### config.mk
export PLATFORM = sky130hd
export DESIGN_NAME = dma_ctrl_fsm
export DESIGN_NICKNAME = d
export VERILOG_FILES = /design/src/verilog/dma_pkg.sv /design/src/verilog/dma_ctrl_fsm.sv
export SDC_FILE = /design/constraint.sdc
export NUM_CORES = 1
export LEC_CHECK = 0
export BUFFER_PORTS_ARGS = -buffer_cell sky130_fd_sc_hd__buf_2
export CORE_AREA = 8 8 45 47
export CTS_BUF_LIST = sky130_fd_sc_hd__clkbuf_2
export DETAILED_ROUTE_END_ITERATION = 8
export DIE_AREA = 0 0 53 55
export GPL_TIMING_DRIVEN = 0
export PLACE_DENSITY = 0.67
export SYNTH_ARGS = -nofsm -noshare
export SYNTH_HDL_FRONTEND = slang
export SYNTH_SLANG_ARGS = --single-unit
export TNS_END_PERCENT = 20
### constraint.sdc
create_clock -name clk -period 2 [get_ports clk]
set_input_delay 0.2 -clock clk [delete_from_list [all_inputs] [get_ports clk]]
set_output_delay 0.2 -clock clk [all_outputs]
set_load 0.05 [all_outputs]
### src/verilog/dma_pkg.sv
package dma_pkg;

	localparam int WB_DW      = 32;
	localparam int WB_AW      = 32;
	localparam int WORD_BYTES = 4; // bytes per bus word
	localparam int ROWS_W     = 8;
	localparam int WORDS_W    = 8;

	// transfer direction
	typedef enum logic {
		OP_LOAD  = 1'b0, // memory to buffer
		OP_STORE = 1'b1  // buffer to memory
	} dma_op_e;

	typedef enum logic [3:0] {
		ST_IDLE,
		ST_ROW_SETUP,
		ST_FETCH_FIRST,
		ST_FETCH,
		ST_LAST_SHIFT,
		ST_BUS_WRITE,
		ST_BUS_READ,
		ST_UNPACK,
		ST_NEXT_WORD,
		ST_FINISH
	} dma_state_e;

endpackage

### src/verilog/dma_ctrl_fsm.sv
module dma_ctrl_fsm
	import dma_pkg::*;
(
	input  logic    clk,
	input  logic    rst_n,
	input  logic    start,
	input  dma_op_e op,
	input  logic    last_byte,
	input  logic    last_word,
	input  logic    last_row,
	input  logic    wb_ack,
	output logic    busy,
	output logic    done,
	output logic    cnt_load,
	output logic    byte_step,
	output logic    word_step,
	output logic    row_step,
	output logic    shift_in,
	output logic    shift_out,
	output logic    load_word,
	output logic    dma_buf_we,
	output logic    wb_cyc,
	output logic    wb_stb,
	output logic    wb_we
);

	dma_state_e state;
	dma_state_e next;
	dma_op_e    op_q; // direction of the running command
	logic       word_done;

	always_ff @(posedge clk, negedge rst_n) begin
		if (!rst_n) begin
			state <= ST_IDLE;
			op_q  <= OP_LOAD;
			done  <= 1'b0;
		end else begin
			state <= next;
			done  <= (state == ST_FINISH); // lines up with busy falling
			if (cnt_load)
				op_q <= op;
		end
	end

	// store ends with the bus ack, load with the fourth byte write
	assign word_done = (state == ST_BUS_WRITE && wb_ack) ||
		(state == ST_UNPACK && last_byte);

	always_comb begin
		next = state;
		case (state)
			ST_IDLE: begin
				if (start)
					next = ST_ROW_SETUP;
			end
			ST_ROW_SETUP: begin
				if (op_q == OP_STORE)
					next = ST_FETCH_FIRST;
				else
					next = ST_BUS_READ;
			end
			ST_FETCH_FIRST, ST_NEXT_WORD: begin
				next = ST_FETCH;
			end
			ST_FETCH: begin
				if (last_byte)
					next = ST_LAST_SHIFT;
			end
			ST_LAST_SHIFT: begin
				next = ST_BUS_WRITE;
			end
			ST_BUS_READ: begin
				if (wb_ack)
					next = ST_UNPACK;
			end
			ST_BUS_WRITE, ST_UNPACK: begin
				if (word_done) begin
					if (last_word && last_row)
						next = ST_FINISH;
					else if (last_word)
						next = ST_ROW_SETUP;
					else if (op_q == OP_STORE)
						next = ST_NEXT_WORD; // first read of the next word
					else
						next = ST_BUS_READ;
				end
			end
			ST_FINISH: begin
				next = ST_IDLE;
			end
			default: begin
				next = ST_IDLE;
			end
		endcase
	end

	assign busy     = (state != ST_IDLE);
	assign cnt_load = (state == ST_IDLE) && start;

	// store word step waits for the ack, so wb_adr holds during the write
	assign word_step = (state == ST_NEXT_WORD) ||
		(state == ST_UNPACK && last_byte && !last_word);
	assign row_step  = word_done && last_word && !last_row;

	assign byte_step = (state == ST_FETCH_FIRST) || (state == ST_NEXT_WORD) ||
		(state == ST_FETCH) || (state == ST_UNPACK);

	assign shift_in   = (state == ST_FETCH) || (state == ST_LAST_SHIFT); // one cycle read latency
	assign shift_out  = (state == ST_UNPACK);
	assign load_word  = (state == ST_BUS_READ) && wb_ack;
	assign dma_buf_we = (state == ST_UNPACK);

	assign wb_cyc = (state == ST_BUS_WRITE) || (state == ST_BUS_READ);
	assign wb_stb = wb_cyc;
	assign wb_we  = (state == ST_BUS_WRITE);

endmodule

# After elaboration in Yosys (flattened, before gate mapping)
# Index checks and enable logic that the tools add are counted.
[totals] input_bits=8 reg_bits=6 output_inout_bits=13
[classes] eq_ne=13 n_mux=9 reduce_logical=22
[ops] operator="4-bit two-way mux" n=7
[ops] operator="4-bit case mux with 7 select lines" n=1
[ops] operator="4-bit by 3-bit == test with 1-bit output, second input constant" n=4
[ops] operator="4-bit by 2-bit == test with 1-bit output, second input constant" n=2
[ops] operator="4-bit == test, second input constant" n=2
[ops] operator="1-bit logical AND" n=8
[ops] operator="2-bit inequality test, second input constant" n=4
[ops] operator="1-bit logical OR" n=7
[ops] operator="4-bit by 1-bit == test with 1-bit output, second input constant" n=1
[ops] operator="4-bit zero test" n=1
[ops] operator="4-bit AND reduction" n=1
[ops] operator="4-bit nonzero test" n=1
[ops] operator="2-bit OR reduction" n=2
[ops] operator="3-bit two-way mux" n=1
[ops] operator="1-bit zero test" n=2

# Logic depth before layout (Yosys ltp)
[depth] depth_word=5 mapped_depth=5 ltp_nobuf=4

# Worst setup path after synthesis
# Ideal clock, no wire load.
[synth_path] kind="flip-flop to output port" start="register state[1]" end="output port row_step" arrival_time_ps=2103 n_path_buf=1 setup_slack_ps=-303 stages_incl_launch_ff=5 path_cell_list="dfrtp_1 buf_2 o21ai_0 nand3_1 nor3b_1"
[synth_between] elab_chain_len=5 elab_cells_between_ends=7
[synth_lines] item="start: declaration" line="dma_ctrl_fsm.sv:27" text="dma_state_e state;"
[synth_lines] item="start signal: assignment" line="dma_ctrl_fsm.sv:38" text="state <= next;"
[synth_lines] item="4-bit by 3-bit == test with 1-bit output, on equally long branches" line="dma_ctrl_fsm.sv:46, dma_ctrl_fsm.sv:47"
[synth_lines] item="1-bit logical AND, on equally long branches" line="dma_ctrl_fsm.sv:46, dma_ctrl_fsm.sv:47"
[synth_lines] item="1-bit logical OR *" line="dma_ctrl_fsm.sv:46" text="assign word_done = (state == ST_BUS_WRITE && wb_ack) ||"
[synth_lines] item="1-bit logical AND * (2 in a row)" line="dma_ctrl_fsm.sv:103" text="assign row_step = word_done && last_word && !last_row;"
[synth_lines] item="end: declaration" line="dma_ctrl_fsm.sv:17" text="output logic row_step,"
# Mark *: on every way between the ends. The rest lies on a longest branch, timed or not.

# Final worst setup path
# Same ends and word-level chain as after synthesis.

==> out/results.ini <==
[clocking]
cts_tree = built
cts.path.max_buffers = 2
cts_sinks = 6
h-tree-depth = 1
cts_setup_buffers = 0
insertion_delay_ns = 0.21
numCtsBuffers = 3
clock-root-buffer = clkbuf_2
clk_pin_slew_worst_paths_ns = 0.06

[route]
routed_wl_mm = 1.27
drtPass1Iterations = 5
vias_per_cell = 5.13
route.detailed.drc = 0
wire_per_inst_um = 13.0
final_antenna_net_count = 0
drt-initial-drc-count = 16
vias = 503

[worst_setup_path]
cpLargestDelayFamily = buffers and inverters
worstPathArrival_ns = 1.65
critical_path.endpoint_type = primary output
worst_setup_path_start_kind = flip-flop
path_max_fanout = 10
crit_buf_inv = 2
crit_path_max_incr_delay_ns = 0.40
slowest_stage = dfrtp_1
cp.required_ns = 1.80
crit_chain = buf_2, o21ai_1, nand3_1, nor3b_2, clkbuf_4
crit_type = flip-flop to primary output

[sta]
worstMarginPinSlew_ns = 0.408
setup_viol = 0
period_share = 0.927
rsz0062_at_grt = no
hold_viol_final = 0
timing.final.ws_setup_ns = 0.146
slew_headroom = 0.726
post-route-min-period_ns = 1.85
finalClockSkew_ns = 0.00229
drv_slew = 0
fmax_ghz = 0.539

[synthesis]
yosysTopAreaCellShare = 0.288
ys_async_sr_fraction = 1.00
synth.most_common_cell = nor2_1
syn_inst = 58
synthSimpleGateAreaFrac = 0.285
synthFlopType = dfrtp_1
synth_top_family_by_area = simple AND/OR/NAND/NOR gates
synth_area_leaders = dfrtp_1, mux2_4, nor2_1
synthMuxAreaShare = 0.118
synth_nets = 66
seq_area_frac_synth = 0.288
yosysWarnings = 0
synth-seq-cells = 6
synth.largest_area_cell = dfrtp_1
netlist_area_um2 = 522
synth-edff-count = 0
synth_compound_area_frac = 0.175
yosys.area_share.xor_xnor = 0.0168
synth_adder_area_share = 0
avgSynthCellArea_um2 = 9.00
ys_top_cells_by_count = nor2_1, dfrtp_1
synth.distinct_cells = 31

[floorplan]
fp-row-count = 14
dieHeight_um = 55
core_mm2 = 0.00138
io_pins = 21
die_w_um = 53
dieArea_mm2 = 0.00292
start_util = 0.377

[global_route]
grt_start_max_net_pins = 11
gr-usage-all-layers = 0.0835
grt_first_pass_wirelength_mm = 1.87
antenna_found_initial = 0
grt_pass1_vias = 431
grt-ovfl-total = 0

[place]
io_buffers = 20
dp_slack_ns = 0.272
gp_congestion = 0.797
hpwl_um = 948

[min_path]
worst_hold_path_type = input pin to flip-flop

[status]
outcome = completed

[cells_and_area]
antennaDiodeCount = 0
drive_gt1_frac = 0.476
syn_to_final_growth_pct = 29.3
final_core_util = 0.487
layout.nets = 92

[run]
cap_violations = 0

-- stage by stage --
stage / cell area, µm² / setup TNS [ns] / instances / hold WS [ns]
after floorplan: 527 / -0.120 / 58 / -0.0956
after global placement: 647 / 0 / 94 / 0.0258
after detailed placement: 647 / 0 / 94 / 0.0274
after CTS: 672 / 0 / 98 / 0.210
after global routing: 674 / 0 / 98 / 0.213
final: 674 / 0 / 98 / 0.222
-- placed cells by master, fill, tap and decap left out, types with 2 or more instances in the layout --
cell | Yosys | layout
clkbuf_2 | 0 | 3
a21oi_1 | 2 | 2
nand3_1 | 2 | 2
nand2_1 | 2 | 2
o31ai_1 | 2 | 2
buf_2 | 1 | 20
mux2i_1 | 2 | 2
mux2_4 | 2 | 2
a22oi_1 | 2 | 2
dfrtp_1 | 6 | 6
o21ai_0 | 3 | 2
buf_6 | 2 | 2
nand2b_1 | 3 | 3
nor2_1 | 7 | 7
buf_4 | 3 | 3
inv_1 | 3 | 3
-- final timing paths --
| check | from | end | slack (ns) | cells past startpoint |
|---|---|---|---|---|
| setup reg to reg | state[3]$_DFFE_PN0P_ | state[1]$_DFFE_PN0P_ | 0.43 | 5 |
| max in group asynchronous | rst_n | state[1]$_DFFE_PN0P_ | 1.50 | 2 |
| min in group asynchronous | rst_n | op_q$_DFFE_PN0P_ | 0.36 | 2 |
| hold reg to reg | op_q$_DFFE_PN0P_ | op_q$_DFFE_PN0P_ | 0.59 | 1 |
| hold / removal | op | op_q$_DFFE_PN0P_ | 0.22 | 2 |
| setup / recovery | state[1]$_DFFE_PN0P_ | row_step | 0.15 | 5 |
-- flip-flops by register name, summed over array words and instances (netlist names) --
signal  count
state       4
done        1
op_q        1
-- cell families after synthesis --
| group | after synthesis |
|---|---|
| AND/OR/NAND/NOR | 25 |
| buffers and inverters | 9 |
| XOR/XNOR | 1 |
| AO/OA/AOI/OAI | 12 |
| flip-flops | 6 |
| multiplexers | 5 |
-- final cells by class --
type / instances / area, µm²
clock buffers: 3 / 15.0
inverters: 3 / 11.3
multi-input cells: 43 / 315
plain buffers: 6 / 50.0
repair buffers: 21 / 113
well taps: 16 / 20.0
fillers: 132 / 709
flip-flops and latches: 6 / 150
-- metal layers --
metal	wire, µm	part of all wire	vias up	track usage
li1	-	-	252	-
met1	605	0.48	238	0.111
met2	600	0.47	13	0.125
met3	64	0.050	0	0.0267
met4	0	0	0	0.0259
met5	0	0	-	0
-- timing repair --
item | 4_1_cts | 5_1_grt
hold buffers | 1 | 0
resized for setup | 0 | 2
hold endpoints to repair | 6 | 0
endpoints found under the setup margin | 0 | 1
Power is not shown: default switching activity piles up to over one toggle a cycle in this logic, so the estimate is an artifact.
