File: src/verilog/dma_pkg.sv
package dma_pkg;

	localparam int WB_DW      = 32;
	localparam int WB_AW      = 32;
	localparam int WORD_BYTES = 4; // bytes per bus word
	localparam int ROWS_W     = 8;
	localparam int WORDS_W    = 8;

	// transfer direction
	typedef enum logic {
		OP_LOAD  = 1'b0, // memory to buffer
		OP_STORE = 1'b1  // buffer to memory
	} dma_op_e;

	typedef enum logic [3:0] {
		ST_IDLE,
		ST_ROW_SETUP,
		ST_FETCH_FIRST,
		ST_FETCH,
		ST_LAST_SHIFT,
		ST_BUS_WRITE,
		ST_BUS_READ,
		ST_UNPACK,
		ST_NEXT_WORD,
		ST_FINISH
	} dma_state_e;

endpackage

File: src/verilog/word_shifter.sv
module word_shifter
	import dma_pkg::*;
(
	input  logic             clk,
	input  logic             rst_n,
	input  logic             shift_in,
	input  logic             shift_out,
	input  logic             load_word,
	input  logic [7:0]       byte_in,
	input  logic [WB_DW-1:0] word_in,
	output logic [WB_DW-1:0] word_out,
	output logic [7:0]       top_byte
);

	logic [WB_DW-1:0] sreg;

	// pack on store, unpack on load; never both in one cycle
	always_ff @(posedge clk, negedge rst_n) begin
		if (!rst_n)
			sreg <= '0;
		else if (load_word)
			sreg <= word_in;
		else if (shift_in)
			sreg <= {sreg[WB_DW-9:0], byte_in}; // first byte ends up in 31:24
		else if (shift_out)
			sreg <= {sreg[WB_DW-9:0], 8'h00};
	end

	assign word_out = sreg;
	assign top_byte = sreg[WB_DW-1 -: 8];

endmodule

File: config.mk
export PLATFORM = sky130hd
export DESIGN_NAME = word_shifter
export DESIGN_NICKNAME = d
export VERILOG_FILES = /design/src/verilog/dma_pkg.sv /design/src/verilog/word_shifter.sv
export SDC_FILE = /design/constraint.sdc
export NUM_CORES = 1
export LEC_CHECK = 0
export ABC_AREA = 1
export BUFFER_PORTS_ARGS = -buffer_cell sky130_fd_sc_hd__buf_2
export CAP_MARGIN = 20
export CORE_MARGIN = 2
export CORE_UTILIZATION = 50
export DETAILED_ROUTE_END_ITERATION = 16
export GPL_TIMING_DRIVEN = 0
export PLACE_DENSITY_LB_ADDON = 0.3
export SLEW_MARGIN = 40
export SYNTH_ARGS = -nofsm -noshare
export SYNTH_HDL_FRONTEND = slang
export SYNTH_SLANG_ARGS = --single-unit
File: constraint.sdc
create_clock -name clk -period 1.1 [get_ports clk]
set_input_delay 0.11 -clock clk [delete_from_list [all_inputs] [get_ports clk]]
set_output_delay 0.11 -clock clk [all_outputs]
set_load 0.03 [all_outputs]
**Yosys cells after proc, flatten, opt, wreduce, memory -nomap -nowiden**

Cells that the tools add are included.

- Output and inout port bits: 40
- Memories: 0
- Logic and storage cells: 5
- Memory bits (writable): 0
- Register bits after elaboration: 32
- Bits in latches: 0
- Memory bits (read-only): 0

- Mux-type cells: 3
- Add/subtract/negate cells: 0
- Div/mod/pow operators: 0
- Bitwise operators: 0
- Magnitude comparators: 0
- Reduce and logical (&&, ||, !) cells: 1
- Equal/unequal tests: 0
- Multipliers: 0
- Shifts and indexed selects: 0

Operator list:

| cell | count |
|---|---|
| $mux 32 | 3 |
| $reduce_bool 3->1 | 1 |

**Longest topological paths before layout**

Gate-level depths: netlist of run 1.

- Word-level depth: 3
- Gate-level depth with buffers: 8

**Least setup slack after synthesis of run 1**

OpenSTA, ideal clock, no wires.

- Path type: register to output
- Start: reg sreg[24], in the netlist word_out[24]
- End: out word_out[24]
- Cell stages (with the launch flop): 2
- Arrival: 721 ps
- Data required time: 990 ps
- Setup slack: 269 ps
- Cell sequence: dfrtp_1 buf_4

RTL lines:

| what | line | RTL |
|---|---|---|
| from (decl) | word_shifter.sv:15 | `logic [WB_DW-1:0] sreg;` |
| from (signal assigned) | word_shifter.sv:22 | `sreg <= word_in;` |
| from (signal assigned) | word_shifter.sv:24 | `sreg <= {sreg[WB_DW-9:0], byte_in};` |
| from (signal assigned) | word_shifter.sv:26 | `sreg <= {sreg[WB_DW-9:0], 8'h00};` |
| to (decl) | word_shifter.sv:11 | `output logic [WB_DW-1:0] word_out,` |

No word-level cell between the ends.

**Final worst setup path of run 1**

- Start: reg sreg[8], in the netlist word_out[8]
- End: out word_out[8]

No word-level cell between the ends.

==> impl_metrics.tcl, run 1 <==
set metrics [dict create \
    io_pins 85 \
    grt_pass1_vias 1784 \
    grt_pass1_wl_mm 7.90 \
    place_congestion 0.840 \
    stdcell_count 395 \
    io_buffers 82 \
    required_ns 0.99 \
    maxCapViolations 0 \
    drtIter0Drc 101 \
    die_y_um 64.4 \
    start_util_pct 53.5 \
    synth-seq-cells 32 \
    cts_buffer_depth 2 \
    drive_gt1_share_pct 33.2 \
    hold_class "in2reg" \
    wire_per_inst_um 11.6 \
    synth_area_per_cell_um2 7.03 \
    ys_types 11 \
    globalRouteTotalUtil_pct 24.9 \
    antenna_found_initial 0 \
    start_kind "flop" \
    largest_reg_flops 32 \
    ir_drop_mv 0.761 \
    cp.buffers_inverters 1 \
    pre_cts_ws_ns 0.214 \
    endpoint_kind "output port" \
    multi_input_area_um2 792 \
    layout.nets 394 \
    drc 0 \
    yosysTopAreaCell "dfrtp_1" \
    first_pass_iters 4 \
    worst_pin_slew_ns 0.717 \
    n_antenna_cell 0 \
    finalHoldViolCount 0 \
    clk_pin_slew_ns 0.10 \
    clock_latency_ns 0.35 \
    syn_to_final_growth_pct 32.3 \
    routed_wirelength_mm 4.59 \
    max_slew_margin_pct 52.2 \
    ant_nets 0 \
    critical-path-top-delay-family "flip-flops" \
    numCtsBuffers 5 \
    cp_cell_sequence "buf_2" \
    die_x_um 64.4 \
    syn_inst 260 \
    netlist_area_um2 1830 \
    std_cell_rows 21 \
    core-area_um2 3420 \
    fin_worst_skew_ns 0.0113 \
    fillers 301 \
    max_freq_mhz 927 \
    seq_area_um2 801 \
    root_buffer "clkbuf_4" \
    critical_path_arrival_ns 0.97 \
    synthTopCellsByArea "dfrtp_1 (44%), nand2_1 (30%), nand3_1 (8.8%)" \
    crit_fanout 3 \
    cpMaxStageDelayCell "dfrtp_1" \
    fin_crit_sh_pct 98.0 \
    setup_viol 0 \
    dp.cells 388 \
    grt_overflow 0 \
    min_from "word_in[3]" \
    ys_warn_count 0 \
    yosysSeqAreaShare_pct 43.8 \
    viasPerCell 4.75 \
    h-tree-depth 2 \
    slowest_delay_ns 0.40 \
    crit_type "reg2out" \
    holdWs_ns 0.0244 \
    drv_slew 0 \
    powerDensity_nw_per_um2 1330 \
    fin_ws_ns 0.0218 \
    dp_hpwl_mm 3.37 \
    cts_tree "built" \
    vias 1875 \
    cts.sinks 32 \
    grt_max_degree 33 \
    outcome "completed" \
    critPathLaunch "word_out[8]$_DFFE_PN0P_" \
    leakagePower_nw 1.51 \
    synth_top_area_share_pct 43.8 \
    r2r_start "word_out[29]$_DFFE_PN0P_" \
    syn_nets 305 \
    die-area_um2 4150 \
    period_needed_ns 1.08 \
]
==> stage by stage <==
| step | util, % | area (um^2) | power [mW] | TNS, ns |
|---|---|---|---|---|
| 4_1_cts | 70.6 | 2410 | 3.22 | 0 |
| 3_3_place_gp | 67.2 | 2290 | 2.40 | 0 |
| 3_5_place_dp | 67.2 | 2290 | 2.41 | 0 |
| 6_report | 70.8 | 2420 | 3.21 | 0 |
| 2_1_floorplan | - | 1830 | 2.08 | 0 |
| 5_1_grt | 70.8 | 2420 | 3.37 | -0.00415 |
==> cells in the mapped netlist, drive strengths merged <==
library cell,count
buf,25
nand2,145
dfrtp,32
nor2,17
inv,9
nand3,32
==> routing by layer <==
| metal | track usage [%] | vias up | share of wire [%] |
|---|---|---|---|
| li1 | - | 961 | - |
| met1 | 31.1 | 848 | 44 |
| met2 | 41.5 | 59 | 48 |
| met3 | 4.86 | 7 | 5.4 |
| met4 | 12.0 | 0 | 1.9 |
| met5 | 0 | - | 0 |
==> final timing paths <==
path	end	slack (ns)	depth (start not counted)
min in group asynchronous	word_out[27]$_DFFE_PN0P_	0.34	2
max	word_out[8]	0.02	1
min reg2reg	word_out[17]$_DFFE_PN0P_	0.54	2
min	word_out[3]$_DFFE_PN0P_	0.02	5
max in group asynchronous	word_out[15]$_DFFE_PN0P_	0.30	2
max reg2reg	word_out[29]$_DFFE_PN0P_	0.32	3
==> cell families (layout without fill, tap and decap cells) <==
kind of cell | count (synthesis) | count (layout) | share of synthesized area [%]
flops | 32 | 32 | 43.8
buf+inv | 34 | 123 | 12.8
simple gates | 194 | 194 | 43.4
==> report_power, final <==
part / switching, mW / total, mW / internal (mW)
registers: 0.102 / 1.40 / 1.30
clock network: 0.408 / 0.770 / 0.362
logic: 0.657 / 1.04 / 0.380
==> layout make-up <==
type	count	share of cell area [%]
sequential	32	33.1
clock buffer	7	2.69
inverter	9	1.50
multi-input combinational	194	32.8
tap	46	2.38
buffer	17	5.69
timing repair buffer	90	21.8
==> timing repair <==
| action | CTS | global route |
|---|---|---|
| hold endpoints to repair | 32 | 0 |
| hold buffers | 1 | 0 |
| setup buffers | 7 | 0 |
| setup endpoints to repair | 8 | 2 |
| gates resized for setup | 16 | 3 |
==> placed cells by master (no fill, tap or decap), drive strengths merged <==
cell type and count:
nand2 145, inv 9, nor2 17, dfrtp 32, buf 105, clkbuf 8
nand3 32, dlygate4sd3 1
No activity file was read; power rests on OpenSTA's default activity.
==> inputs of run 2 (changes only) <==
==> constraint.sdc (replaced) <==
create_clock -name clk -period 1.3 [get_ports clk]
set_input_delay 0.13 -clock clk [delete_from_list [all_inputs] [get_ports clk]]
set_output_delay 0.13 -clock clk [all_outputs]
set_load 0.03 [all_outputs]
==> impl_metrics.tcl, run 2 (synthesis gave the netlist of run 1 again) <==
set metrics [dict create \
    period_needed_ns 1.19 \
    r2r_start "word_out[2]$_DFFE_PN0P_" \
    placed_cell_area_um2 2290 \
    crit_fanout 3 \
    start_kind "flop" \
    cts_buffer_depth 2 \
    dr_wl_met3_um 277 \
    n_antenna_cell 0 \
    largest_reg_flops 32 \
    globalRouteTotalUtil_pct 24.7 \
    io_buffers 82 \
    drc 0 \
    rr_worst_depth 4 \
    p_switching_uw 985 \
    worst_pin_slew_ns 0.724 \
    dp_hpwl_mm 3.37 \
    rrSetupSlack_ns 0.54 \
    finalSetupTns_ns 0 \
    fin_crit_sh_pct 91.4 \
    pre_cts_ws_ns 0.394 \
    vias 1880 \
    grt_pass1_wl_mm 7.85 \
    antenna_found_initial 0 \
    io_pins 85 \
    first_pass_iters 4 \
    holdWs_ns 0.0442 \
    top_layer "met4" \
    cts.sinks 32 \
    drv_slew 0 \
    viasPerCell 4.75 \
    die_y_um 64.4 \
    finalHoldViolCount 0 \
    maxCapViolations 0 \
    grt_max_degree 33 \
    root_buffer "clkbuf_4" \
    postCtsSetupBuffers 0 \
    required_ns 1.17 \
    mostFrequentLayoutCells "nand2_1 (144), buf_2 (87), nand3_1 (32), dfrtp_1 (32), nor2_1 (16)" \
    die_x_um 64.4 \
    power_frac_clock_pct 24.5 \
    endpoint "word_out[27]" \
    h-tree-depth 2 \
    crit_type "reg2out" \
    grt_pass1_vias 1765 \
    clk_pin_slew_ns 0.10 \
    outcome "completed" \
    pwr-share-comb_pct 31.4 \
    r2r_end "word_out[10]$_DFFE_PN0P_" \
    powerDensity_nw_per_um2 1130 \
    ant_nets 0 \
    hold_class "in2reg" \
    seqPwrFrac_pct 44.1 \
    sw_frac_of_total_pct 36.8 \
    fin_util_pct 69.4 \
    drtIter0Drc 95 \
    fin_worst_skew_ns 0.00699 \
    ir_drop_mv 0.636 \
    critical_path_arrival_ns 1.06 \
    dr_wl_met2_mm 2.16 \
    cts_tree "built" \
    drive_gt1_share_pct 33.4 \
    wl_met1_mm 2.07 \
    start_util_pct 53.5 \
    rsz0062_at_grt "false" \
    grt_overflow 0 \
    finalInstanceArea_um2 2370 \
    max_slew_margin_pct 51.7 \
    die-area_um2 4150 \
    fin_ws_ns 0.111 \
    wire_per_inst_um 11.6 \
    syn_to_final_growth_pct 29.7 \
    final_common_cell "nand2_1" \
    place_congestion 0.840 \
    numCtsBuffers 5 \
    setup_viol 0 \
    routed_wirelength_mm 4.60 \
    leakagePower_nw 1.50 \
    critPathLaunch "word_out[27]$_DFFE_PN0P_" \
    max_freq_mhz 841 \
    layout.nets 395 \
    p_int_mw 1.69 \
    core-area_um2 3420 \
    fillers 307 \
    endpoint_kind "output port" \
    std_cell_rows 21 \
    clock_latency_ns 0.34 \
]
==> run 2: worst min-delay path by stage <==
stage                          start                       end  slack, ns  cells past startpoint
after floorplan                rst_n   word_out[0]$_DFFE_PN0P_      -0.17                      0
after global routing      word_in[1]   word_out[1]$_DFFE_PN0P_       0.07                      5
after detailed placement       rst_n  word_out[31]$_DFFE_PN0P_       0.22                      1
final                     word_in[3]   word_out[3]$_DFFE_PN0P_       0.04                      5
after CTS                 word_in[4]   word_out[4]$_DFFE_PN0P_       0.04                      5
after global placement         rst_n  word_out[31]$_DFFE_PN0P_       0.21                      1
==> run 2: layout make-up <==
cell class,count,area (um^2),area share (%)
clock buffers,7,65.1,2.75
repair buffers,83,420,17.7
flip-flops and latches,32,801,33.8
inverters,9,36.3,1.53
plain buffers,25,198,8.34
multi-input cells,194,792,33.4
well taps,46,57.6,2.43
==> run 2: through the flow <==
stage | total power [mW] | std cells
final | 2.68 | 396
after global routing | 2.82 | 396
after CTS | 2.69 | 396
after detailed placement | 2.04 | 388
after global placement | 2.03 | 388
after floorplan | 1.76 | 260
==> run 2: power groups by stage <==
stage                     Combinational [mW]  Clock (mW)  Sequential [mW]
after floorplan                        0.357           0             1.40
after global placement                 0.831           0             1.20
after detailed placement               0.842           0             1.20
after CTS                              0.847       0.658             1.18
after global routing                   0.918       0.703             1.20
final                                  0.841       0.655             1.18
==> run 2: repair_timing <==
item,in CTS,in global routing
resized for setup,0,0
setup endpoints to repair,0,0
hold buffers,1,0
hold endpoints to repair,32,0
==> run 2: worst max-delay path, cell delays in order, from the launching register on <==
cell and delay, ns:
dfrtp_1 0.41, buf_4 0.13, buf_2 0.16
==> run 2: metal layers <==
metal  vias to the layer above  global-route usage [%]
met1                       848                    31.2
met2                        63                    40.8
met4                         0                    12.0
met3                         7                    4.86
met5                         -                       0
li1                        962                       -
