==> config.mk <==
export PLATFORM = sky130hd
export DESIGN_NAME = dma_addr_gen
export DESIGN_NICKNAME = d
export VERILOG_FILES = /design/src/verilog/dma_pkg.sv /design/src/verilog/dma_addr_gen.sv
export SDC_FILE = /design/constraint.sdc
export NUM_CORES = 1
export LEC_CHECK = 0
export BUFFER_PORTS_ARGS = -buffer_cell sky130_fd_sc_hd__buf_2
export CAP_MARGIN = 20
export CORE_ASPECT_RATIO = 1.25
export CORE_MARGIN = 2
export CORE_UTILIZATION = 55
export CTS_CLUSTER_SIZE = 14
export DETAILED_ROUTE_END_ITERATION = 16
export PLACE_DENSITY_LB_ADDON = 0.12
export SYNTH_ARGS = -nofsm -noshare
export SYNTH_HDL_FRONTEND = slang
export SYNTH_SLANG_ARGS = --single-unit
==> constraint.sdc <==
create_clock -name clk -period 5.3 [get_ports clk]
set_input_delay 0.795 -clock clk [delete_from_list [all_inputs] [get_ports clk]]
set_output_delay 0.795 -clock clk [all_outputs]
set_load 0.02 [all_outputs]
==> src/verilog/dma_pkg.sv <==
package dma_pkg;

	localparam int WB_DW      = 32;
	localparam int WB_AW      = 32;
	localparam int WORD_BYTES = 4; // bytes per bus word
	localparam int ROWS_W     = 8;
	localparam int WORDS_W    = 8;

	// transfer direction
	typedef enum logic {
		OP_LOAD  = 1'b0, // memory to buffer
		OP_STORE = 1'b1  // buffer to memory
	} dma_op_e;

	typedef enum logic [3:0] {
		ST_IDLE,
		ST_ROW_SETUP,
		ST_FETCH_FIRST,
		ST_FETCH,
		ST_LAST_SHIFT,
		ST_BUS_WRITE,
		ST_BUS_READ,
		ST_UNPACK,
		ST_NEXT_WORD,
		ST_FINISH
	} dma_state_e;

endpackage

==> src/verilog/dma_addr_gen.sv <==
module dma_addr_gen
	import dma_pkg::*;
#(
	parameter int BUF_DEPTH = 1024
) (
	input  logic                         clk,
	input  logic                         rst_n,
	input  logic                         cnt_load,
	input  logic                         byte_step,
	input  logic                         word_step,
	input  logic                         row_step,
	input  logic [WB_AW-1:0]             mem_base,
	input  logic [ROWS_W-1:0]            rows,
	input  logic [WORDS_W-1:0]           row_words,
	input  logic [WB_AW-1:0]             mem_stride,
	output logic [$clog2(BUF_DEPTH)-1:0] dma_buf_addr,
	output logic [WB_AW-1:0]             wb_adr,
	output logic                         last_byte,
	output logic                         last_word,
	output logic                         last_row
);

	logic [$clog2(WORD_BYTES)-1:0] byte_cnt;
	logic [WORDS_W-1:0]            word_cnt;
	logic [ROWS_W-1:0]             row_cnt;
	logic [ROWS_W-1:0]             rows_q;
	logic [WORDS_W-1:0]            row_words_q;
	logic [WB_AW-1:0]              stride_q;
	logic [WB_AW-1:0]              row_base;

	always_ff @(posedge clk, negedge rst_n) begin
		if (!rst_n) begin
			byte_cnt     <= '0;
			word_cnt     <= '0;
			row_cnt      <= '0;
			rows_q       <= '0;
			row_words_q  <= '0;
			stride_q     <= '0;
			row_base     <= '0;
			wb_adr       <= '0;
			dma_buf_addr <= '0;
		end else if (cnt_load) begin
			byte_cnt     <= '0;
			word_cnt     <= '0;
			row_cnt      <= '0;
			rows_q       <= rows;
			row_words_q  <= row_words;
			stride_q     <= mem_stride;
			row_base     <= mem_base;
			wb_adr       <= mem_base;
			dma_buf_addr <= '0; // tile sits at byte 0
		end else begin
			if (byte_step) begin
				byte_cnt     <= byte_cnt + 1'b1;
				dma_buf_addr <= dma_buf_addr + 1'b1;
			end
			if (row_step) begin
				word_cnt <= '0;
				row_cnt  <= row_cnt + 1'b1;
				row_base <= row_base + stride_q;
				wb_adr   <= row_base + stride_q;
			end else if (word_step) begin
				word_cnt <= word_cnt + 1'b1;
				wb_adr   <= wb_adr + WB_AW'(WORD_BYTES);
			end
		end
	end

	assign last_byte = &byte_cnt; // word size is a power of two
	assign last_word = (word_cnt == row_words_q - 1'b1);
	assign last_row  = (row_cnt == rows_q - 1'b1);

endmodule

* Word level (Yosys, flattened, before mapping)
Cells that the tools add are included.
Operators by class: add/sub/neg operators 8, equality and inequality tests 2, muxes and demuxes 14, reductions and logical operators 4
Operator list (number):
- two-way mux 32 bit | 5
- two-way mux 8 bit | 5
- adder 32 x 3 -> 32 bit (second input constant) | 1
- adder 32 bit | 1
- two-way mux 10 bit | 2
- adder 8 x 1 -> 8 bit (second input constant) | 2
- equality test 8 bit | 2
- subtractor 8 x 1 -> 8 bit (second input constant) | 2
- adder 10 x 1 -> 10 bit (second input constant) | 1
- two-way mux 2 bit | 2
- nonzero test 2 bit | 2
- nonzero test 3 bit | 1
- adder 2 x 1 -> 2 bit (second input constant) | 1
- AND reduction 2 bit | 1
Word-level totals: flip-flop bits (word level) 140, output and inout port bits 45, logic and storage cells 37

* Logic depth before layout (Yosys ltp)
Gate-level depths: netlist of the first run.
depth in word-level cells 4, gate-level depth with buffers 12, depth with buffers taken out 12

* Worst setup path before layout of the first run
No wires, ideal clock.
path kind register to output, start point register row_words_q[0], end point output port last_word, arrival 1.931 ns, required time 4.505 ns, setup slack 2.574 ns, cell stages (with the launch flop) 9, buffers on the path 0, cell sequence dfrtp_1 or3_1 nor3_1 nand2_1 mux2i_1 nand2_1 o21ai_0 a32oi_1 nor3_1
Between the ends: longest elaborated chain between the ends 2
RTL lines:
- from (decl) | line dma_addr_gen.sv:27 | logic [WORDS_W-1:0] row_words_q;
- from (signal assigned) | line dma_addr_gen.sv:47 | row_words_q <= row_words;
- subtractor 8 x 1 -> 8 bit | line dma_addr_gen.sv:70 | assign last_word = (word_cnt == row_words_q - 1'b1);
- equality test 8 bit | line dma_addr_gen.sv:70
- to (decl) | line dma_addr_gen.sv:19 | output logic last_word,
No other way between the ends.

* Final worst setup path of the first run
start point register row_words_q[1], end point output port last_word
The elaborated chain is that of the path after synthesis.

==> flow_metrics.tcl, run 1 <==
set metrics [dict create \
    grt_max_degree 73 \
    drive_gt1_share_pct 21.9 \
    antenna_found_initial 0 \
    floorplan.initialDensity_pct 56.4 \
    synthArstFlopShare_pct 100 \
    timing.hold.ws_ns 0.379 \
    synth_nets 1038 \
    worst_setup_path_start_kind "register" \
    drc 0 \
    fin_ws_ns 2.08 \
    avgSynthCellArea_sq_um 9.28 \
    root_buffer "clkbuf_16" \
    ctsResizeCount 0 \
    path_max_fanout 4 \
    crit_family "simple AND/OR/NAND/NOR gates" \
    max-cap-violations 0 \
    vdd_drop_max_mv 0.239 \
    htreeDepth 4 \
    die_w_um 115 \
    p_per_area_nw_per_um2 398 \
    synthesis.area_sq_um 8470 \
    crit_slowest_cell "or3_1" \
    path_buf_inv 1 \
    clkLatencyLatePin_ns 0.43 \
    reg2reg_slack_ns 2.28 \
    hp-class "in -> async" \
    worst_slew_pin_slew_ns 0.824 \
    core_sq_um 15000 \
    synthDistinctLibCells 69 \
    tns_ns 0 \
    synthSimpleGateAreaFrac_pct 16.6 \
    relSlewSlack_pct 45.1 \
    hold_viol 0 \
    finalNetCount 1153 \
    synth-compound-area-share_pct 19.2 \
    clk_path_buf_depth 2 \
    status "finished clean" \
    skew_ns 0.00803 \
    grt_use_total_pct 26.9 \
    place_hpwl_um 15300 \
    synthCells 913 \
    io_buffer_count 130 \
    totalWireLength_um 21200 \
    drt.antenna.violating_nets 0 \
    path_class "reg -> out" \
    cts_made_buffers 17 \
    cts_tree "done" \
    dieArea_sq_um 16400 \
    required_ns 4.51 \
    fin_cells 1221 \
    grt_pass1_wl_um 34800 \
    post_cts_buffers 0 \
    reg2reg_depth 12 \
    synth_xor_area_share_pct 7.44 \
    syn_to_final_growth_pct 16.9 \
    power_mw 3.95 \
    fp-row-count 50 \
    ios 131 \
    grt_pass1_vias 6970 \
    synth-adder-area-share_pct 5.85 \
    vias 7275 \
    wl_per_cell_um 17.4 \
    yosysWarnings 0 \
    timing.rr.end "row_base[30]" \
    rsz0062_at_grt "no" \
    synth.ff_latch_count 140 \
    finalSetupViolCount 0 \
    dieHeight_um 143 \
    timing.rr.start "stride_q[0]" \
    grt_remaining_overflow 0 \
    dominantRegCellSynth "dfrtp_1" \
    clk_pin_slew_worst_paths_ns 0.06 \
    fin_crit_ns 3.22 \
    fin_crit_sh_pct 60.7 \
    crit_cells 9 \
    arrival_ns 2.42 \
    dr.pass1.iters 5 \
    p_leak_nw 4.61 \
    pre_cts_slack_ns 1.94 \
    finalMaxSlewViolations 0 \
    gp_congestion 0.896 \
    cts_hold_buf 0 \
    clock-sinks 140 \
    viasPerCell 5.96 \
    ys_seq_area_share_pct 41.3 \
    fmax_mhz 311 \
    synth_edf_count 0 \
    drt_iter0_markers 539 \
    dp.cells 1190 \
    slowest_delay_ns 0.41 \
    yosys-mux-area-fraction_pct 6.78 \
    crit_chain "or3_1 > nor3_1 > nand2_1 > mux2i_1 > nand2_1 > o21ai_0 > a32oi_1 > nor3_1 > buf_2" \
    diodes 0 \
    cp-end-kind "output port" \
    synth_top_family_by_area "compound AO/OA/AOI/OAI gates" \
]
==> kinds of logic after synthesis <==
group           Yosys count
compound gates          252
xor+xnor                 72
fa+ha+maj                39
buf+inv                  63
flops                   140
mux                      52
simple gates            295
==> layout by cell type, fill, tap and decap left out, drive strengths merged, types with 34 or more instances in the layout <==
master / instances
dfrtp: 140
buf: 136
nand2: 112
a21oi: 76
o21ai: 68
nor2: 65
mux2: 43
ha: 38
xor2: 37
xnor2: 35
nand3: 34
==> cell type report <==
cell class,count,area (sq um)
multi-input cells,710,4730
well taps,182,228
inverters,23,86.3
flip-flops and latches,140,3500
clock inverters,6,158
repair buffers,136,704
clock buffers,24,492
fillers,1289,5110
==> synthesized netlist by cell type (all sizes together), types with 3 or more instances <==
cell type / instances / area share (%)
o21ai: 68 / 4.1
nand2b: 11 / 0.81
o22ai: 4 / 0.30
a31oi: 13 / 1.1
a2bb2oi: 3 / 0.31
and3: 10 / 0.80
o21a: 11 / 0.97
dfrtp: 140 / 41
nand2: 112 / 5.0
a21o: 17 / 1.5
nand4: 19 / 1.4
nor3b: 3 / 0.59
o21bai: 7 / 0.62
or3: 7 / 0.52
inv: 23 / 1.0
a22oi: 9 / 0.80
mux2i: 9 / 1.1
xor2: 37 / 3.8
clkbuf: 29 / 1.3
a32oi: 5 / 0.52
buf: 11 / 0.50
nor3: 18 / 1.1
ha: 38 / 5.6
nand3b: 3 / 0.27
o22a: 5 / 0.52
nor2: 65 / 2.9
a21oi: 76 / 4.5
o211ai: 6 / 0.59
mux2: 43 / 5.7
a211oi: 4 / 0.35
xnor2: 35 / 3.6
or2: 3 / 0.22
nand3: 34 / 2.1
nor2b: 5 / 0.37
==> worst reg2reg max path, cell delays in order (launching register included) <==
cell       delay, ns
dfrtp_1         0.38
ha_1            0.23
inv_1           0.08
fa_1            0.20
nor2b_1         0.09
o211ai_1        0.28
nand3b_1        0.18
a2111oi_0       0.51
o21ai_1         0.25
o211ai_2        0.23
o21ai_1         0.14
xnor2_1         0.21
o21ai_1         0.10
==> sequential cells by signal (all words and copies together) (netlist names) <==
register	count
word_cnt	8
rows_q	8
row_words_q	8
row_cnt	8
byte_cnt	2
dma_buf_addr	10
wb_adr	32
stride_q	32
row_base	32
==> power breakdown <==
group / switching (mW) / leakage [nW] / internal, mW / total [mW]
registers: 0.158 / 1.74 / 1.22 / 1.38
logic: 0.735 / 2.56 / 0.513 / 1.25
clock network: 0.440 / 0.313 / 0.880 / 1.32
==> how the worst max path moves through the flow <==
stage	from	to
after global placement	cnt_load	word_cnt[5]
after floorplan	row_words_q[0]	last_word
after global routing	row_words_q[2]	last_word
after detailed placement	cnt_load	word_cnt[5]
final	row_words_q[1]	last_word
after CTS	row_words_q[1]	last_word
==> metal layers <==
metal | vias to the layer above | track usage, % | share of wire, %
li1 | 3524 | - | -
met1 | 3484 | 35.7 | 44
met2 | 229 | 43.4 | 48
met3 | 38 | 4.92 | 5.5
met4 | 0 | 11.4 | 2.4
met5 | - | 0 | 0
==> metrics by stage <==
stage / instance area [sq um] / util [%]
3_5_place_dp: 9250 / 61.6
2_1_floorplan: 8470 / -
3_3_place_gp: 9250 / 61.6
4_1_cts: 9900 / 65.9
6_report: 9900 / 66.0
5_1_grt: 9900 / 66.0
Power figures use the tool's default switching activity.
==> inputs of run 2 (changes only) <==
clock period = 3.3 ns   (was 5.3 ns; I/O delays follow)
==> flow_metrics.tcl, run 2 (synthesized netlist as in run 1, its figures left out) <==
set metrics [dict create \
    vdd_drop_max_mv 0.319 \
    hp-class "in -> async" \
    place_hpwl_um 15400 \
    viasPerCell 5.96 \
    arrival_ns 2.42 \
    io_buffer_count 130 \
    gp_congestion 0.887 \
    fp-row-count 50 \
    skew_ns 0.0100 \
    dp.cells 1197 \
    worst_setup_path_start_kind "register" \
    grt_use_total_pct 26.6 \
    cp-end-kind "output port" \
    clkLatencyLatePin_ns 0.43 \
    syn_to_final_growth_pct 17.7 \
    cts_made_buffers 17 \
    ios 131 \
    dieHeight_um 143 \
    grt_pass1_vias 7104 \
    path_max_fanout 6 \
    cts_tree "done" \
    grt_max_degree 61 \
    fin_cells 1229 \
    finalSetupViolCount 0 \
    core_sq_um 15000 \
    drt_iter0_markers 497 \
    dr.pass1.iters 5 \
    mostFrequentLayoutCell "dfrtp_1" \
    met2_usage_pct 43.6 \
    post_cts_buffers 0 \
    grt_remaining_overflow 0 \
    vias 7320 \
    final_cell_mix "dfrtp_1, buf_2, nand2_1" \
    worstSetupStartpoint "row_words_q[2]" \
    top_regs "row_base x32, stride_q x32, wb_adr x32" \
    worst_slew_pin_slew_ns 0.610 \
    regArea_sq_um 3500 \
    timing.rr.start "stride_q[0]" \
    drt.antenna.violating_nets 0 \
    diodes 0 \
    drive_gt1_share_pct 22.7 \
    cts_hold_buf 0 \
    path_class "reg -> out" \
    required_ns 2.80 \
    fill_cells 1249 \
    root_buffer "clkbuf_16" \
    rsz0062_at_grt "no" \
    busiest_layer "met2" \
    die_w_um 115 \
    htreeDepth 4 \
    totalWireLength_um 21200 \
    wl_per_cell_um 17.2 \
    ctsResizeCount 0 \
    fin_crit_ns 2.92 \
    fin_ws_ns 0.384 \
    fin_crit_sh_pct 88.4 \
    relSlewSlack_pct 59.3 \
    clk_pin_slew_worst_paths_ns 0.06 \
    clk_path_buf_depth 2 \
    status "finished clean" \
    hold_viol 0 \
    antenna_found_initial 0 \
    p_leak_nw 4.65 \
    finalMaxSlewViolations 0 \
    pre_cts_slack_ns 0.486 \
    globalRouteMet1Util_pct 35.3 \
    max-cap-violations 0 \
    met3_usage_pct 3.90 \
    clock-sinks 140 \
    dieArea_sq_um 16400 \
    finalNetCount 1159 \
    floorplan.initialDensity_pct 56.4 \
    drc 0 \
    p_per_area_nw_per_um2 636 \
    multiInputGateArea_sq_um 4730 \
    fmax_mhz 343 \
    tns_ns 0 \
    grt_pass1_wl_um 34500 \
]
[run 2: stage by stage]
stage | power (mW) | cell area, sq um | hold slack, ns | util (%)
2_1_floorplan | 3.65 | 8470 | 0.199 | -
3_3_place_gp | 4.18 | 9310 | 0.463 | 62.0
3_5_place_dp | 4.21 | 9310 | 0.470 | 62.0
4_1_cts | 6.36 | 9970 | 0.0234 | 66.4
5_1_grt | 6.69 | 9970 | 0.0406 | 66.4
6_report | 6.34 | 9970 | 0.0102 | 66.4
[run 2: worst paths after layout]
path	to	slack, ns	depth (start not counted)
hold / removal	dma_buf_addr[2]	0.01	1
min in group clk	row_words_q[1]	0.29	3
max in group asynchronous	wb_adr[24]	2.54	2
setup reg to reg	row_base[26]	0.47	12
setup / recovery	last_word	0.38	9
hold reg to reg	row_base[21]	0.48	2
[run 2: power by group]
part	switching, mW	internal, mW
Clock	0.725	1.40
Combinational	1.18	0.831
Sequential	0.246	1.96
[run 2: worst max-delay path, stage by stage (launching register included)]
cell and delay, ns:
dfrtp_1 0.43, or3_1 0.36, nor3_1 0.40, nand2_1 0.10
mux2i_1 0.13, nand2_1 0.06, o21ai_0 0.08, a32oi_1 0.08
nor3_1 0.17, buf_2 0.19
[run 2: per-layer routing]
metal  wire length (um)  vias to the layer above
li1                   -                     3537
met1               9370                     3521
met2              10200                      225
met3               1120                       37
met4                459                        0
met5                  0                        -
[run 2: area by class of cell]
| type | count | share of cell area [%] |
|---|---|---|
| multi-input cells | 710 | 47.5 |
| repair buffers | 142 | 7.64 |
| flip-flops and latches | 140 | 35.1 |
| inverters | 23 | 0.866 |
| well taps | 182 | 2.28 |
| clock buffers | 21 | 4.72 |
| clock inverters | 11 | 1.89 |
==> inputs of run 3 (changes only) <==
CELL_PAD_IN_SITES_DETAIL_PLACEMENT = 1   (was unset)
CELL_PAD_IN_SITES_GLOBAL_PLACEMENT = 2   (was unset)
CORE_UTILIZATION = 36   (was 55)
REMOVE_ABC_BUFFERS = 1   (was unset)
==> flow_metrics.tcl, run 3 (synthesized netlist as in run 1, its figures left out) <==
set metrics [dict create \
    floorplan.initialDensity_pct 36.8 \
    htreeDepth 4 \
    final_util_pct 43.6 \
    clock-sinks 140 \
    dieArea_sq_um 24800 \
    fin_cells 1336 \
    final_area_sq_um 10000 \
    rsz0062_at_grt "no" \
    pre_cts_slack_ns 0.356 \
    viasPerCell 5.45 \
    path_buf_inv 1 \
    fin_crit_sh_pct 91.6 \
    fin_ws_ns 0.278 \
    clkLatencyLatePin_ns 0.42 \
    clk_pin_slew_worst_paths_ns 0.06 \
    slowest_delay_ns 0.58 \
    finalNetCount 1162 \
    grt_remaining_overflow 0 \
    top_regs "row_base x32, stride_q x32, wb_adr x32" \
    crit_slowest_cell "a2111oi_0" \
    drive_gt1_share_pct 22.7 \
    required_ns 3.60 \
    vdd_drop_max_mv 0.388 \
    io_buffer_count 130 \
    p_leak_nw 4.63 \
    root_buffer "clkbuf_16" \
    place_hpwl_um 18900 \
    final_cell_mix "dfrtp_1, buf_2, nand2_1" \
    syn_to_final_growth_pct 18.5 \
    arrival_ns 3.32 \
    drc 0 \
    path_max_fanout 3 \
    ios 131 \
    finalMaxSlewViolations 0 \
    dp.cells 1306 \
    reg2reg_slack_ns 0.28 \
    status "finished clean" \
    clk_path_buf_depth 2 \
    crit_chain "ha_1 > inv_1 > fa_1 > nor2b_1 > o211ai_1 > nand3b_1 > a2111oi_0 > o21ai_1 > o211ai_2 > o21ai_1 > xnor2_1 > o22ai_1" \
    crit_family "compound AO/OA/AOI/OAI gates" \
    grt_pass1_wl_um 41800 \
    grt_use_total_pct 21.6 \
    tns_ns 0 \
    cts_tree "done" \
    cts_made_buffers 17 \
    dieHeight_um 176 \
    cts_hold_buf 0 \
    timing.hold.ws_ns 0.0203 \
    power_mw 6.13 \
    path_class "reg -> reg" \
    p_per_area_nw_per_um2 611 \
    hp-class "in -> async" \
    dr.pass1.iters 4 \
    core_sq_um 23000 \
    fin_crit_ns 3.02 \
    worst_setup_path_start_kind "register" \
    wl_per_cell_um 19.3 \
    post_cts_buffers 0 \
    diodes 0 \
    ctsResizeCount 0 \
    worst_slew_pin_slew_ns 0.569 \
    placed_area_sq_um 9480 \
    antenna_found_initial 0 \
    drt.antenna.violating_nets 0 \
    grt_max_degree 63 \
    grt_pass1_vias 7740 \
    max-cap-violations 0 \
    finalSetupViolCount 0 \
    vias 7278 \
    gp_congestion 0.831 \
    fp-row-count 62 \
    hold_viol 0 \
    totalWireLength_um 25700 \
    die_w_um 141 \
    skew_ns 0.00676 \
    drt_iter0_markers 235 \
    mostFrequentLayoutCell "dfrtp_1" \
    cp-end-kind "register" \
    fmax_mhz 331 \
    relSlewSlack_pct 61.1 \
    crit_top_cell "o21ai_1" \
]
==> run 3: cell count changes in the layout (fill, tap and decap cells not counted), sizes merged <==
cell and delta:
clkinvlp -2, clkinv +2, buf +3, bufinv -3
clkbuf +1
==> run 3: path summary, 6_finish.rpt <==
kind	depth (start not counted)	endpoint	start
hold reg to reg	1	row_base[6]	row_base[6]
setup reg to reg	12	wb_adr[30]	stride_q[0]
hold / removal	1	dma_buf_addr[6]	rst_n
setup / recovery	12	wb_adr[30]	stride_q[0]
min in group clk	3	rows_q[1]	rows[1]
max in group asynchronous	2	wb_adr[7]	rst_n
==> run 3: power by group <==
part	switching [mW]	internal, mW
clock network	0.722	1.14
registers	0.243	1.96
logic	1.24	0.836
==> run 3: layer usage <==
metal	routed length [um]	GRT usage (%)	vias up
met5	0	0	-
met2	13300	38.9	123
met1	11400	26.5	3615
met3	714	3.54	19
met4	335	6.00	0
li1	-	-	3521
==> run 3: area by class of cell <==
type                       count  area (sq um)
multi-input combinational    710          4740
clock buffer                  22           464
fill                        2706         13000
clock inverter                 8          93.8
timing repair buffer         145           797
inverter                      23          86.3
tap                          288           360
sequential                   140          3500
==> run 3: worst register-to-register path, stage by stage, from the launching register on <==
cell and delay, ns:
dfrtp_1 0.38, ha_1 0.22, inv_1 0.07, fa_1 0.20, nor2b_1 0.07, o211ai_1 0.21, nand3b_1 0.19, a2111oi_0 0.58
o21ai_1 0.26, o211ai_2 0.27, o21ai_1 0.12, xnor2_1 0.23, o22ai_1 0.11
